===== src/hdl/rvIsaPkg.sv =====
package rvIsaPkg;

	localparam int XLEN = 32;

	// Major opcodes kept in this core
	typedef enum logic [6:0] {
		OPC_LUI    = 7'b0110111,
		OPC_AUIPC  = 7'b0010111,
		OPC_JAL    = 7'b1101111,
		OPC_JALR   = 7'b1100111,
		OPC_BRANCH = 7'b1100011,
		OPC_LOAD   = 7'b0000011,
		OPC_STORE  = 7'b0100011,
		OPC_OPIMM  = 7'b0010011,
		OPC_OP     = 7'b0110011
	} opcodeE;

	typedef enum logic [3:0] {
		ALU_ADD,
		ALU_SUB,
		ALU_SLL,
		ALU_SLT,
		ALU_SLTU,
		ALU_XOR,
		ALU_SRL,
		ALU_SRA,
		ALU_OR,
		ALU_AND,
		ALU_PASSB // LUI
	} aluOpE;

	typedef enum logic [2:0] {
		BR_EQ  = 3'b000,
		BR_NE  = 3'b001,
		BR_LT  = 3'b100,
		BR_GE  = 3'b101,
		BR_LTU = 3'b110,
		BR_GEU = 3'b111
	} branchF3E;

	// funct3 of OP and OP-IMM
	localparam logic [2:0] F3_ADD  = 3'b000; // also SUB
	localparam logic [2:0] F3_SLL  = 3'b001;
	localparam logic [2:0] F3_SLT  = 3'b010;
	localparam logic [2:0] F3_SLTU = 3'b011;
	localparam logic [2:0] F3_XOR  = 3'b100;
	localparam logic [2:0] F3_SR   = 3'b101; // SRL or SRA by funct7
	localparam logic [2:0] F3_OR   = 3'b110;
	localparam logic [2:0] F3_AND  = 3'b111;

endpackage


===== src/hdl/cpuCtrlPkg.sv =====
package cpuCtrlPkg;

	typedef enum logic [2:0] {
		ST_FETCH,
		ST_DECODE,
		ST_EXECUTE,
		ST_MEMORY,
		ST_WRITEBACK,
		ST_HALTED
	} ctrlStateE;

	typedef enum logic {
		SRCA_PC,
		SRCA_RS1
	} srcASelE;

	typedef enum logic {
		SRCB_RS2,
		SRCB_IMM
	} srcBSelE;

	typedef enum logic [1:0] {
		WB_ALU,
		WB_MEM,
		WB_PC4 // link address
	} wbSelE;

	localparam int MEM_AW = 12;

	// addi x1, x0, 12 followed by jalr x0, 0(x1)
	localparam logic [31:0] HALT_PREV = 32'h00c00093;
	localparam logic [31:0] HALT_LAST = 32'h00008067;

endpackage


===== src/hdl/decodeIf.sv =====
interface decodeIf import rvIsaPkg::*, cpuCtrlPkg::*; ();

	opcodeE opcode;
	aluOpE aluOp;
	logic [2:0] funct3;
	logic [4:0] rs1;
	logic [4:0] rs2;
	logic [4:0] rd;
	logic [XLEN-1:0] imm;
	srcASelE srcASel;
	srcBSelE srcBSel;
	wbSelE wbSel;
	logic regWriteEn;
	logic isBranch;

	modport decode (
		output opcode, aluOp, funct3, rs1, rs2, rd, imm,
		output srcASel, srcBSel, wbSel, regWriteEn, isBranch
	);

	modport exec (
		input aluOp, funct3, imm, srcASel, srcBSel, isBranch
	);

	modport result (
		input rd, wbSel, regWriteEn
	);

endinterface


===== src/hdl/instrDecode.sv =====
module instrDecode import rvIsaPkg::*, cpuCtrlPkg::*; (
	input logic CLK,
	input logic rst,
	input logic irLoad,
	input logic [XLEN-1:0] iMemData,
	decodeIf.decode dec
);

	logic [XLEN-1:0] ir;
	opcodeE opcode;
	logic [2:0] funct3;
	logic altOp; // funct7 bit 5

	always_ff @(posedge CLK) begin
		if (rst)
			ir <= '0;
		else if (irLoad)
			ir <= iMemData;
	end

	assign opcode = opcodeE'(ir[6:0]);
	assign funct3 = ir[14:12];
	assign altOp = ir[30];

	assign dec.opcode = opcode;
	assign dec.funct3 = funct3;
	assign dec.rd = ir[11:7];
	assign dec.rs1 = ir[19:15];
	assign dec.rs2 = ir[24:20];
	assign dec.isBranch = (opcode == OPC_BRANCH);

	// Immediate by instruction format
	always_comb begin
		case (opcode)
			OPC_STORE:
				dec.imm = {{(XLEN-12){ir[31]}}, ir[31:25], ir[11:7]};
			OPC_BRANCH:
				dec.imm = {{(XLEN-12){ir[31]}}, ir[7], ir[30:25], ir[11:8], 1'b0};
			OPC_LUI, OPC_AUIPC:
				dec.imm = {ir[31:12], 12'b0};
			OPC_JAL:
				dec.imm = {{(XLEN-20){ir[31]}}, ir[19:12], ir[20], ir[30:21], 1'b0};
			default:
				dec.imm = {{(XLEN-12){ir[31]}}, ir[31:20]}; // I-type
		endcase
	end

	always_comb begin
		dec.aluOp = ALU_ADD; // address and target math
		dec.srcASel = SRCA_RS1;
		dec.srcBSel = SRCB_IMM;
		dec.wbSel = WB_ALU;
		dec.regWriteEn = 1'b1;
		case (opcode)
			OPC_LUI: dec.aluOp = ALU_PASSB;
			OPC_AUIPC: dec.srcASel = SRCA_PC;
			OPC_JAL: begin
				dec.srcASel = SRCA_PC;
				dec.wbSel = WB_PC4;
			end
			OPC_JALR: dec.wbSel = WB_PC4;
			OPC_BRANCH: begin
				dec.srcASel = SRCA_PC;
				dec.regWriteEn = 1'b0;
			end
			OPC_LOAD: dec.wbSel = WB_MEM;
			OPC_STORE: dec.regWriteEn = 1'b0;
			OPC_OPIMM, OPC_OP: begin
				if (opcode == OPC_OP)
					dec.srcBSel = SRCB_RS2;
				case (funct3)
					F3_ADD: dec.aluOp = (opcode == OPC_OP && altOp) ? ALU_SUB : ALU_ADD;
					F3_SLL: dec.aluOp = ALU_SLL;
					F3_SLT: dec.aluOp = ALU_SLT;
					F3_SLTU: dec.aluOp = ALU_SLTU;
					F3_XOR: dec.aluOp = ALU_XOR;
					F3_SR: dec.aluOp = altOp ? ALU_SRA : ALU_SRL;
					F3_OR: dec.aluOp = ALU_OR;
					F3_AND: dec.aluOp = ALU_AND;
					default: dec.aluOp = ALU_ADD;
				endcase
			end
			default: dec.regWriteEn = 1'b0; // Unknown opcode writes nothing
		endcase
	end

endmodule


===== src/hdl/cycleControl.sv =====
module cycleControl import rvIsaPkg::*, cpuCtrlPkg::*; (
	input logic CLK,
	input logic rst,
	input opcodeE opcode,
	input logic [XLEN-1:0] instrWord,
	input logic [XLEN-1:0] aluResult,
	input logic branchTaken,
	output logic irLoad,
	output logic aluLoad,
	output logic regWrite,
	output logic dMemWen,
	output logic [XLEN-1:0] pc,
	output logic [XLEN-1:0] numInst,
	output logic halt
);

	ctrlStateE state;
	ctrlStateE nextState;
	logic pcLoad;
	logic instDone;
	logic haltPending;
	logic [XLEN-1:0] prevWord;
	logic [XLEN-1:0] pcPlus4;
	logic [XLEN-1:0] branchOffset;
	logic [XLEN-1:0] nextPc;

	assign pcPlus4 = pc + XLEN'(4);
	assign branchOffset = {{(XLEN-12){instrWord[31]}}, instrWord[7], instrWord[30:25],
		instrWord[11:8], 1'b0};

	always_comb begin
		nextState = state;
		irLoad = 1'b0;
		aluLoad = 1'b0;
		regWrite = 1'b0;
		dMemWen = 1'b0;
		pcLoad = 1'b0;
		instDone = 1'b0;
		case (state)
			ST_FETCH: begin
				irLoad = 1'b1;
				nextState = ST_DECODE;
			end
			ST_DECODE: nextState = ST_EXECUTE;
			ST_EXECUTE: begin
				aluLoad = 1'b1;
				if (opcode == OPC_BRANCH) begin
					pcLoad = 1'b1;
					instDone = 1'b1;
					nextState = ST_FETCH;
				end else if (opcode == OPC_STORE) begin
					pcLoad = 1'b1; // pc moves on before the write
					nextState = ST_MEMORY;
				end else if (opcode == OPC_LOAD)
					nextState = ST_MEMORY;
				else
					nextState = ST_WRITEBACK;
			end
			ST_MEMORY: begin
				if (opcode == OPC_STORE) begin
					dMemWen = 1'b1;
					instDone = 1'b1;
					nextState = ST_FETCH;
				end else
					nextState = ST_WRITEBACK;
			end
			ST_WRITEBACK: begin
				regWrite = 1'b1;
				pcLoad = 1'b1;
				instDone = 1'b1;
				nextState = ST_FETCH;
			end
			default: nextState = state; // Halted for good
		endcase
		if (instDone && haltPending)
			nextState = ST_HALTED;
	end

	always_comb begin
		if (opcode == OPC_BRANCH)
			nextPc = branchTaken ? pc + branchOffset : pcPlus4;
		else if (opcode == OPC_JAL)
			nextPc = aluResult;
		else if (opcode == OPC_JALR)
			nextPc = {aluResult[XLEN-1:1], 1'b0};
		else
			nextPc = pcPlus4;
	end

	always_ff @(posedge CLK) begin
		if (rst) begin
			state <= ST_FETCH;
			pc <= '0;
			numInst <= '0;
			halt <= 1'b0;
			prevWord <= '0;
			haltPending <= 1'b0;
		end else begin
			state <= nextState;
			if (pcLoad)
				pc <= nextPc;
			// instrWord still matches pc here, every instruction completes after execute
			if (aluLoad) begin
				prevWord <= instrWord;
				haltPending <= (prevWord == HALT_PREV) && (instrWord == HALT_LAST);
			end
			if (instDone) begin
				numInst <= numInst + XLEN'(1);
				halt <= haltPending;
			end
		end
	end

endmodule


===== src/hdl/aluExecute.sv =====
module aluExecute import rvIsaPkg::*, cpuCtrlPkg::*; (
	input logic CLK,
	input logic rst,
	input logic aluLoad,
	decodeIf.exec ex,
	input logic [XLEN-1:0] pc,
	input logic [XLEN-1:0] rs1Data,
	input logic [XLEN-1:0] rs2Data,
	output logic [XLEN-1:0] aluResult,
	output logic branchTaken
);

	logic [XLEN-1:0] opA;
	logic [XLEN-1:0] opB;
	logic [XLEN-1:0] aluOut;
	logic cond;

	assign opA = (ex.srcASel == SRCA_PC) ? pc : rs1Data;
	assign opB = (ex.srcBSel == SRCB_IMM) ? ex.imm : rs2Data;

	always_comb begin
		case (ex.aluOp)
			ALU_ADD: aluOut = opA + opB;
			ALU_SUB: aluOut = opA - opB;
			ALU_SLL: aluOut = opA << opB[4:0];
			ALU_SLT: aluOut = XLEN'($signed(opA) < $signed(opB));
			ALU_SLTU: aluOut = XLEN'(opA < opB);
			ALU_XOR: aluOut = opA ^ opB;
			ALU_SRL: aluOut = opA >> opB[4:0];
			ALU_SRA: aluOut = $unsigned($signed(opA) >>> opB[4:0]);
			ALU_OR: aluOut = opA | opB;
			ALU_AND: aluOut = opA & opB;
			ALU_PASSB: aluOut = opB;
			default: aluOut = '0;
		endcase
	end

	// Memory address and jump target for the later states
	always_ff @(posedge CLK) begin
		if (rst)
			aluResult <= '0;
		else if (aluLoad)
			aluResult <= aluOut;
	end

	// Compare always works on the register operands
	always_comb begin
		case (branchF3E'(ex.funct3))
			BR_EQ: cond = (rs1Data == rs2Data);
			BR_NE: cond = (rs1Data != rs2Data);
			BR_LT: cond = ($signed(rs1Data) < $signed(rs2Data));
			BR_GE: cond = ($signed(rs1Data) >= $signed(rs2Data));
			BR_LTU: cond = (rs1Data < rs2Data);
			BR_GEU: cond = (rs1Data >= rs2Data);
			default: cond = 1'b0;
		endcase
	end

	assign branchTaken = ex.isBranch && cond;

endmodule


===== src/hdl/resultWrite.sv =====
module resultWrite import rvIsaPkg::*, cpuCtrlPkg::*; (
	input logic CLK,
	input logic rst,
	input logic regWrite,
	decodeIf.result res,
	input logic [4:0] rs1,
	input logic [4:0] rs2,
	input logic [XLEN-1:0] aluResult,
	input logic [XLEN-1:0] dMemRdata,
	input logic [XLEN-1:0] pc,
	input logic isBranch,
	input logic branchTaken,
	output logic [XLEN-1:0] rs1Data,
	output logic [XLEN-1:0] rs2Data,
	output logic [XLEN-1:0] outputPort
);

	logic [XLEN-1:0] regs [32];
	logic [XLEN-1:0] wrData;

	always_comb begin
		case (res.wbSel)
			WB_MEM: wrData = dMemRdata;
			WB_PC4: wrData = pc + XLEN'(4); // pc not yet updated in writeback
			default: wrData = aluResult;
		endcase
	end

	// x0 is hardwired
	assign rs1Data = (rs1 == 5'd0) ? '0 : regs[rs1];
	assign rs2Data = (rs2 == 5'd0) ? '0 : regs[rs2];

	always_ff @(posedge CLK) begin
		if (regWrite && res.regWriteEn)
			regs[res.rd] <= wrData;
	end

	always_ff @(posedge CLK) begin
		if (rst)
			outputPort <= '0;
		else if (regWrite)
			outputPort <= wrData;
		else if (isBranch)
			outputPort <= {{(XLEN-1){1'b0}}, branchTaken}; // Branch outcome
	end

endmodule


===== src/hdl/riscvTop.sv =====
module riscvTop import rvIsaPkg::*, cpuCtrlPkg::*; (
	input logic CLK,
	input logic rst,
	input logic [XLEN-1:0] iMemData,
	output logic [MEM_AW-1:0] iMemAddr, // byte address
	input logic [XLEN-1:0] dMemRdata,
	output logic [MEM_AW-1:0] dMemAddr, // word address
	output logic [XLEN-1:0] dMemWdata,
	output logic dMemWen,
	output logic halt,
	output logic [XLEN-1:0] numInst,
	output logic [XLEN-1:0] outputPort
);

	logic irLoad;
	logic aluLoad;
	logic regWrite;
	logic branchTaken;
	logic branchDone;
	logic [XLEN-1:0] pc;
	logic [XLEN-1:0] aluResult;
	logic [XLEN-1:0] rs1Data;
	logic [XLEN-1:0] rs2Data;

	decodeIf dec();

	assign iMemAddr = pc[MEM_AW-1:0];
	assign dMemAddr = aluResult[MEM_AW+1:2];
	assign dMemWdata = rs2Data;
	assign branchDone = aluLoad & dec.isBranch; // Branches complete in execute

	instrDecode i_instrDecode (
		.CLK      (CLK),
		.rst      (rst),
		.irLoad   (irLoad),
		.iMemData (iMemData),
		.dec      (dec)
	);

	// iMemData still holds the current word until pc moves
	cycleControl i_cycleControl (
		.CLK         (CLK),
		.rst         (rst),
		.opcode      (dec.opcode),
		.instrWord   (iMemData),
		.aluResult   (aluResult),
		.branchTaken (branchTaken),
		.irLoad      (irLoad),
		.aluLoad     (aluLoad),
		.regWrite    (regWrite),
		.dMemWen     (dMemWen),
		.pc          (pc),
		.numInst     (numInst),
		.halt        (halt)
	);

	aluExecute i_aluExecute (
		.CLK         (CLK),
		.rst         (rst),
		.aluLoad     (aluLoad),
		.ex          (dec),
		.pc          (pc),
		.rs1Data     (rs1Data),
		.rs2Data     (rs2Data),
		.aluResult   (aluResult),
		.branchTaken (branchTaken)
	);

	resultWrite i_resultWrite (
		.CLK         (CLK),
		.rst         (rst),
		.regWrite    (regWrite),
		.res         (dec),
		.rs1         (dec.rs1),
		.rs2         (dec.rs2),
		.aluResult   (aluResult),
		.dMemRdata   (dMemRdata),
		.pc          (pc),
		.isBranch    (branchDone),
		.branchTaken (branchTaken),
		.rs1Data     (rs1Data),
		.rs2Data     (rs2Data),
		.outputPort  (outputPort)
	);

endmodule


===== config.mk =====
export PLATFORM = sky130hd
export DESIGN_NAME = riscvTop
export DESIGN_NICKNAME = d
export VERILOG_FILES = /design/src/hdl/rvIsaPkg.sv /design/src/hdl/cpuCtrlPkg.sv /design/src/hdl/decodeIf.sv /design/src/hdl/instrDecode.sv /design/src/hdl/cycleControl.sv /design/src/hdl/aluExecute.sv /design/src/hdl/resultWrite.sv /design/src/hdl/riscvTop.sv
export SDC_FILE = /design/constraint.sdc
export NUM_CORES = 2
export LEC_CHECK = 0
export ABC_AREA = 0
export BUFFER_PORTS_ARGS = -buffer_cell sky130_fd_sc_hd__buf_2
export CAP_MARGIN = 20
export CELL_PAD_IN_SITES_DETAIL_PLACEMENT = 1
export CELL_PAD_IN_SITES_GLOBAL_PLACEMENT = 2
export CORE_MARGIN = 2
export CORE_UTILIZATION = 45
export DETAILED_ROUTE_END_ITERATION = 8
export PLACE_DENSITY = 0.82
export SLEW_MARGIN = 5
export SYNTH_ARGS = -nofsm -noshare
export SYNTH_HDL_FRONTEND = slang
export SYNTH_SLANG_ARGS = --single-unit
export TNS_END_PERCENT = 20

===== constraint.sdc =====
create_clock -name CLK -period 12.1 [get_ports CLK]
set_input_delay 0.605 -clock CLK [delete_from_list [all_inputs] [get_ports CLK]]
set_output_delay 0.605 -clock CLK [all_outputs]
set_load 0.02 [all_outputs]

==> results by group <==
Floorplanning
  • Initial core utilization: 0.454
  • Die area: 158,000 sq um
  • Chip Width: 398 microns
  • I/O pin count: 188
  • Core Area: 154,000 sq um
  • Row cnt: 144
  • Die height: 398 microns

Power
  • Seq pwr share: 0.324
  • Pleak: 26.4 nW
  • PwrDens: 200 nW/um^2
  • Sw frac: 0.400
  • Peak supply drop: 0.000168 V
  • Comb power frac: 0.404
  • P_int: 9.30 mW
  • Clock share of power: 0.272
  • Sw power: 6.21 mW

Status
  • Status: finished clean

Worst hold path
  • Hold wc startpoint: iMemData[13]
  • Hold Crit Class: in2reg
  • Hold Path Cell Cnt: 3
  • Hold path endpoint: i_cycleControl.prevWord[13]$_SDFFE_PP0P_

Synth
  • Netlist cell types: 103
  • Synthesized area per cell: 12.9 sq um
  • Ys flop type: edfxtp_1
  • Top cells by area, synth: edfxtp_1, mux4_2, dfxtp_1, mux2i_1, ha_1
  • Async set-reset flop share out of synthesis: 0
  • Post-synth EDFFs: 1,024
  • Cells after Synth: 5,434
  • Mapped Nets: 5,667
  • Flop and latch count out of synthesis: 1,231
  • Seq/Total Area, Yosys: 0.499
  • Mapped cell area: 69,900 sq um
  • Yosys warns: 0
  • Synth area leader: edfxtp_1
  • Post-synth top area share: 0.440

STA
  • Relative slew slack: 0.243
  • FMAX: 126 MHz
  • Setup Skew: 40.8 ps
  • Tcrit/Tclk final: 0.657
  • Setup TNS: 0 ps
  • Max-slew violations: 0
  • Worst hold slack: 89.2 ps
  • # setup viols final: 0
  • Hold Fails Final Rpt: 0
  • Measured slew at the worst slew-check pin: 1130 ps
  • Final min period: 7960 ps
  • Unrepaired setup endpoints after global routing: no

Critical path
  • R2R Setup Slk: 4140 ps
  • CP Class: reg2reg
  • Req. time, crit path: 12,730 ps
  • Reg-to-reg endpoint: i_aluExecute.aluResult[29]$_SDFFE_PP0P_
  • Critical path fanouts, max: 98
  • CP peak stage delay: 720 ps
  • Cell Chain, Critical Path: buf_12 > buf_4 > mux4_2 > mux4_2 > mux2i_1 > nor2_1 > a21oi_1 > inv_1 > ha_1 > or4_1 > nor4_1 > a311oi_1 > o21ai_0 > a31oi_1 > o2111ai_1 > o31ai_1 > a2111oi_0 > a21oi_1
  • Arr. time, crit path: 8580 ps
  • Worst Setup Start Kind: flip-flop
  • Crit-path slowest cell: buf_4
  • Crit path capture type: flip-flop
  • Reg2Reg Depth: 18

Placement
  • DP HPWL: 193 mm
  • IO Port Bufs: 187
  • Gpl congestion: 1.01
  • Post-placement cell area: 72,900 sq um

Routing
  • # DRC: 0
  • First DRT Iteration DRCs: 6,915
  • Vias: 53,600
  • Top Metal Used: met5
  • Metal3 WL: 30.6 mm
  • Wirelength per Cell: 37.8 microns
  • Final wirelength: 291 mm
  • DR vias/cell: 6.96
  • First drt pass iteration count: 6
  • Routed met2 length: 132 mm
  • Final ANT Viol Nets: 0
  • Met1 wire length: 107 mm

Clocking
  • Clk buf depth: 3
  • # resized after CTS: 0
  • H-tree Lvls: 4
  • CTS tree: yes
  • CTS sink count: 1,231
  • Hold-fix buffers, CTS: 0
  • Root Driver: clkbuf_16
  • Num CTS Buffers: 138
  • Post-CTS Setup Inserts: 0
  • Clock Latency Late Sink: 800 ps
  • CTS clock-pin slew for the worst setup and hold paths: 70 ps

GRT
  • First-pass GRT wire length: 408 mm
  • Tot GR Track Use: 0.362
  • Initial antenna violation count: 21
  • Vias in the first global route: 53,700
  • Largest net degree at the start of global routing: 144
  • Gr ovfl total: 0

Final layout
  • Synthesis-to-layout area growth: 10.8%
  • Final nets: 5,761
  • Final Cell Area: 77,400 sq um
  • Share of cells above drive strength 1: 0.217

Run
  • Max-cap violations: 0
[layout by cell type (no fill, tap or decap), drive strengths merged, types with 53 or more instances in the layout]
master  count
a211oi     53
a21oi     359
a22oi     190
buf       367
clkbuf    173
clkinv     58
dfxtp     207
edfxtp   1024
ha        164
inv       154
mux2       53
mux2i     413
mux4      460
nand2     377
nand3      80
nor2      362
nor2b      57
nor3       77
o21ai     237
o22ai      65
xnor2      56
[how the worst max path moves through the flow]
stage,to,slack (ps),cells after the start
after global placement,i_aluExecute.aluResult[29]$_SDFFE_PP0P_,4470,18
after floorplan,i_aluExecute.aluResult[29]$_SDFFE_PP0P_,6060,28
final,i_aluExecute.aluResult[29]$_SDFFE_PP0P_,4140,18
after detailed placement,i_aluExecute.aluResult[29]$_SDFFE_PP0P_,4430,18
after CTS,i_aluExecute.aluResult[29]$_SDFFE_PP0P_,4390,18
after global routing,i_aluExecute.aluResult[29]$_SDFFE_PP0P_,3750,18
[Yosys cell counts, types with 80 or more instances]
library cell	count
a21oi_1	350
a22oi_1	190
buf_2	86
clkbuf_1	191
dfxtp_1	207
edfxtp_1	1024
ha_1	164
inv_1	133
mux2i_1	413
mux4_2	428
nand2_1	377
nand3_1	80
nor2_1	361
o21ai_0	215
[kinds of logic (layout without fill, tap and decap cells)]
family                   count (synthesis)  count (layout)  synth area share
other                                    0               8                 0
AO/OA/AOI/OAI                         1259            1259             0.118
multiplexers                           926             926             0.218
XOR/XNOR                               106             106            0.0133
adder cells (fa/ha/maj)                167             167            0.0302
flip-flops                            1231            1231             0.499
buffers and inverters                  561             768            0.0424
AND/OR/NAND/NOR                       1184            1184            0.0788
[critical path: cells and delay by family, from the launching register on]
| family | cells | cell delay, ps |
|---|---|---|
| muxes | 3 | 1710 |
| buffers and inverters | 3 | 1440 |
| and+or+nand+nor | 3 | 1050 |
| DFF | 1 | 540 |
| AOI/OAI and AO/OA | 8 | 2400 |
| adders and majority gates | 1 | 410 |
[per-stage QoR]
| stage | power (mW) | instances | util | worst slack [ps] |
|---|---|---|---|---|
| 3_5_place_dp | 11.1 | 7426 | 0.473 | 4430 |
| 3_3_place_gp | 11.0 | 7424 | 0.473 | 4470 |
| 6_report | 15.5 | 7693 | 0.503 | 4140 |
| 4_1_cts | 15.3 | 7679 | 0.502 | 4390 |
| 5_1_grt | 15.9 | 7685 | 0.503 | 3750 |
| 2_1_floorplan | 8.90 | 5434 | - | 6060 |
[flip-flops by register name (all words and copies together), names as in the netlist, named ones only]
name / flops
i_instrDecode.ir: 32
i_resultWrite.regs: 1024
i_resultWrite.outputPort: 32
i_cycleControl.state: 3
i_cycleControl.numInst: 32
i_cycleControl.haltPending: 1
i_cycleControl.prevWord: 32
i_cycleControl.halt: 1
i_aluExecute.aluResult: 32
i_cycleControl.pc: 32
[cell type report]
class / instances / area, sq um
Clock buffer: 172 / 3650
Multi-Input combinational cell: 3642 / 32500
Clock inverter: 81 / 825
Sequential cell: 1231 / 34900
Timing Repair Buffer: 368 / 2370
Tap cell: 2044 / 2560
Antenna cell: 8 / 20.0
Inverter: 147 / 554
Fill cell: 15600 / 76600
[metal layers]
layer / vias to the layer above / global-route usage
li1: 21700 / -
met1: 27600 / 0.461
met2: 3432 / 0.565
met3: 887 / 0.0851
met4: 6 / 0.211
met5: - / 0
[power by group through the flow]
stage / clock network (mW) / registers, mW / logic [mW]
after global routing: 4.39 / 5.03 / 6.52
after CTS: 4.25 / 5.03 / 6.04
after global placement: 0 / 5.11 / 5.93
after detailed placement: 0 / 5.12 / 6.01
after floorplan: 0 / 4.99 / 3.91
final: 4.22 / 5.03 / 6.27
No activity file was read; power rests on OpenSTA's default activity.
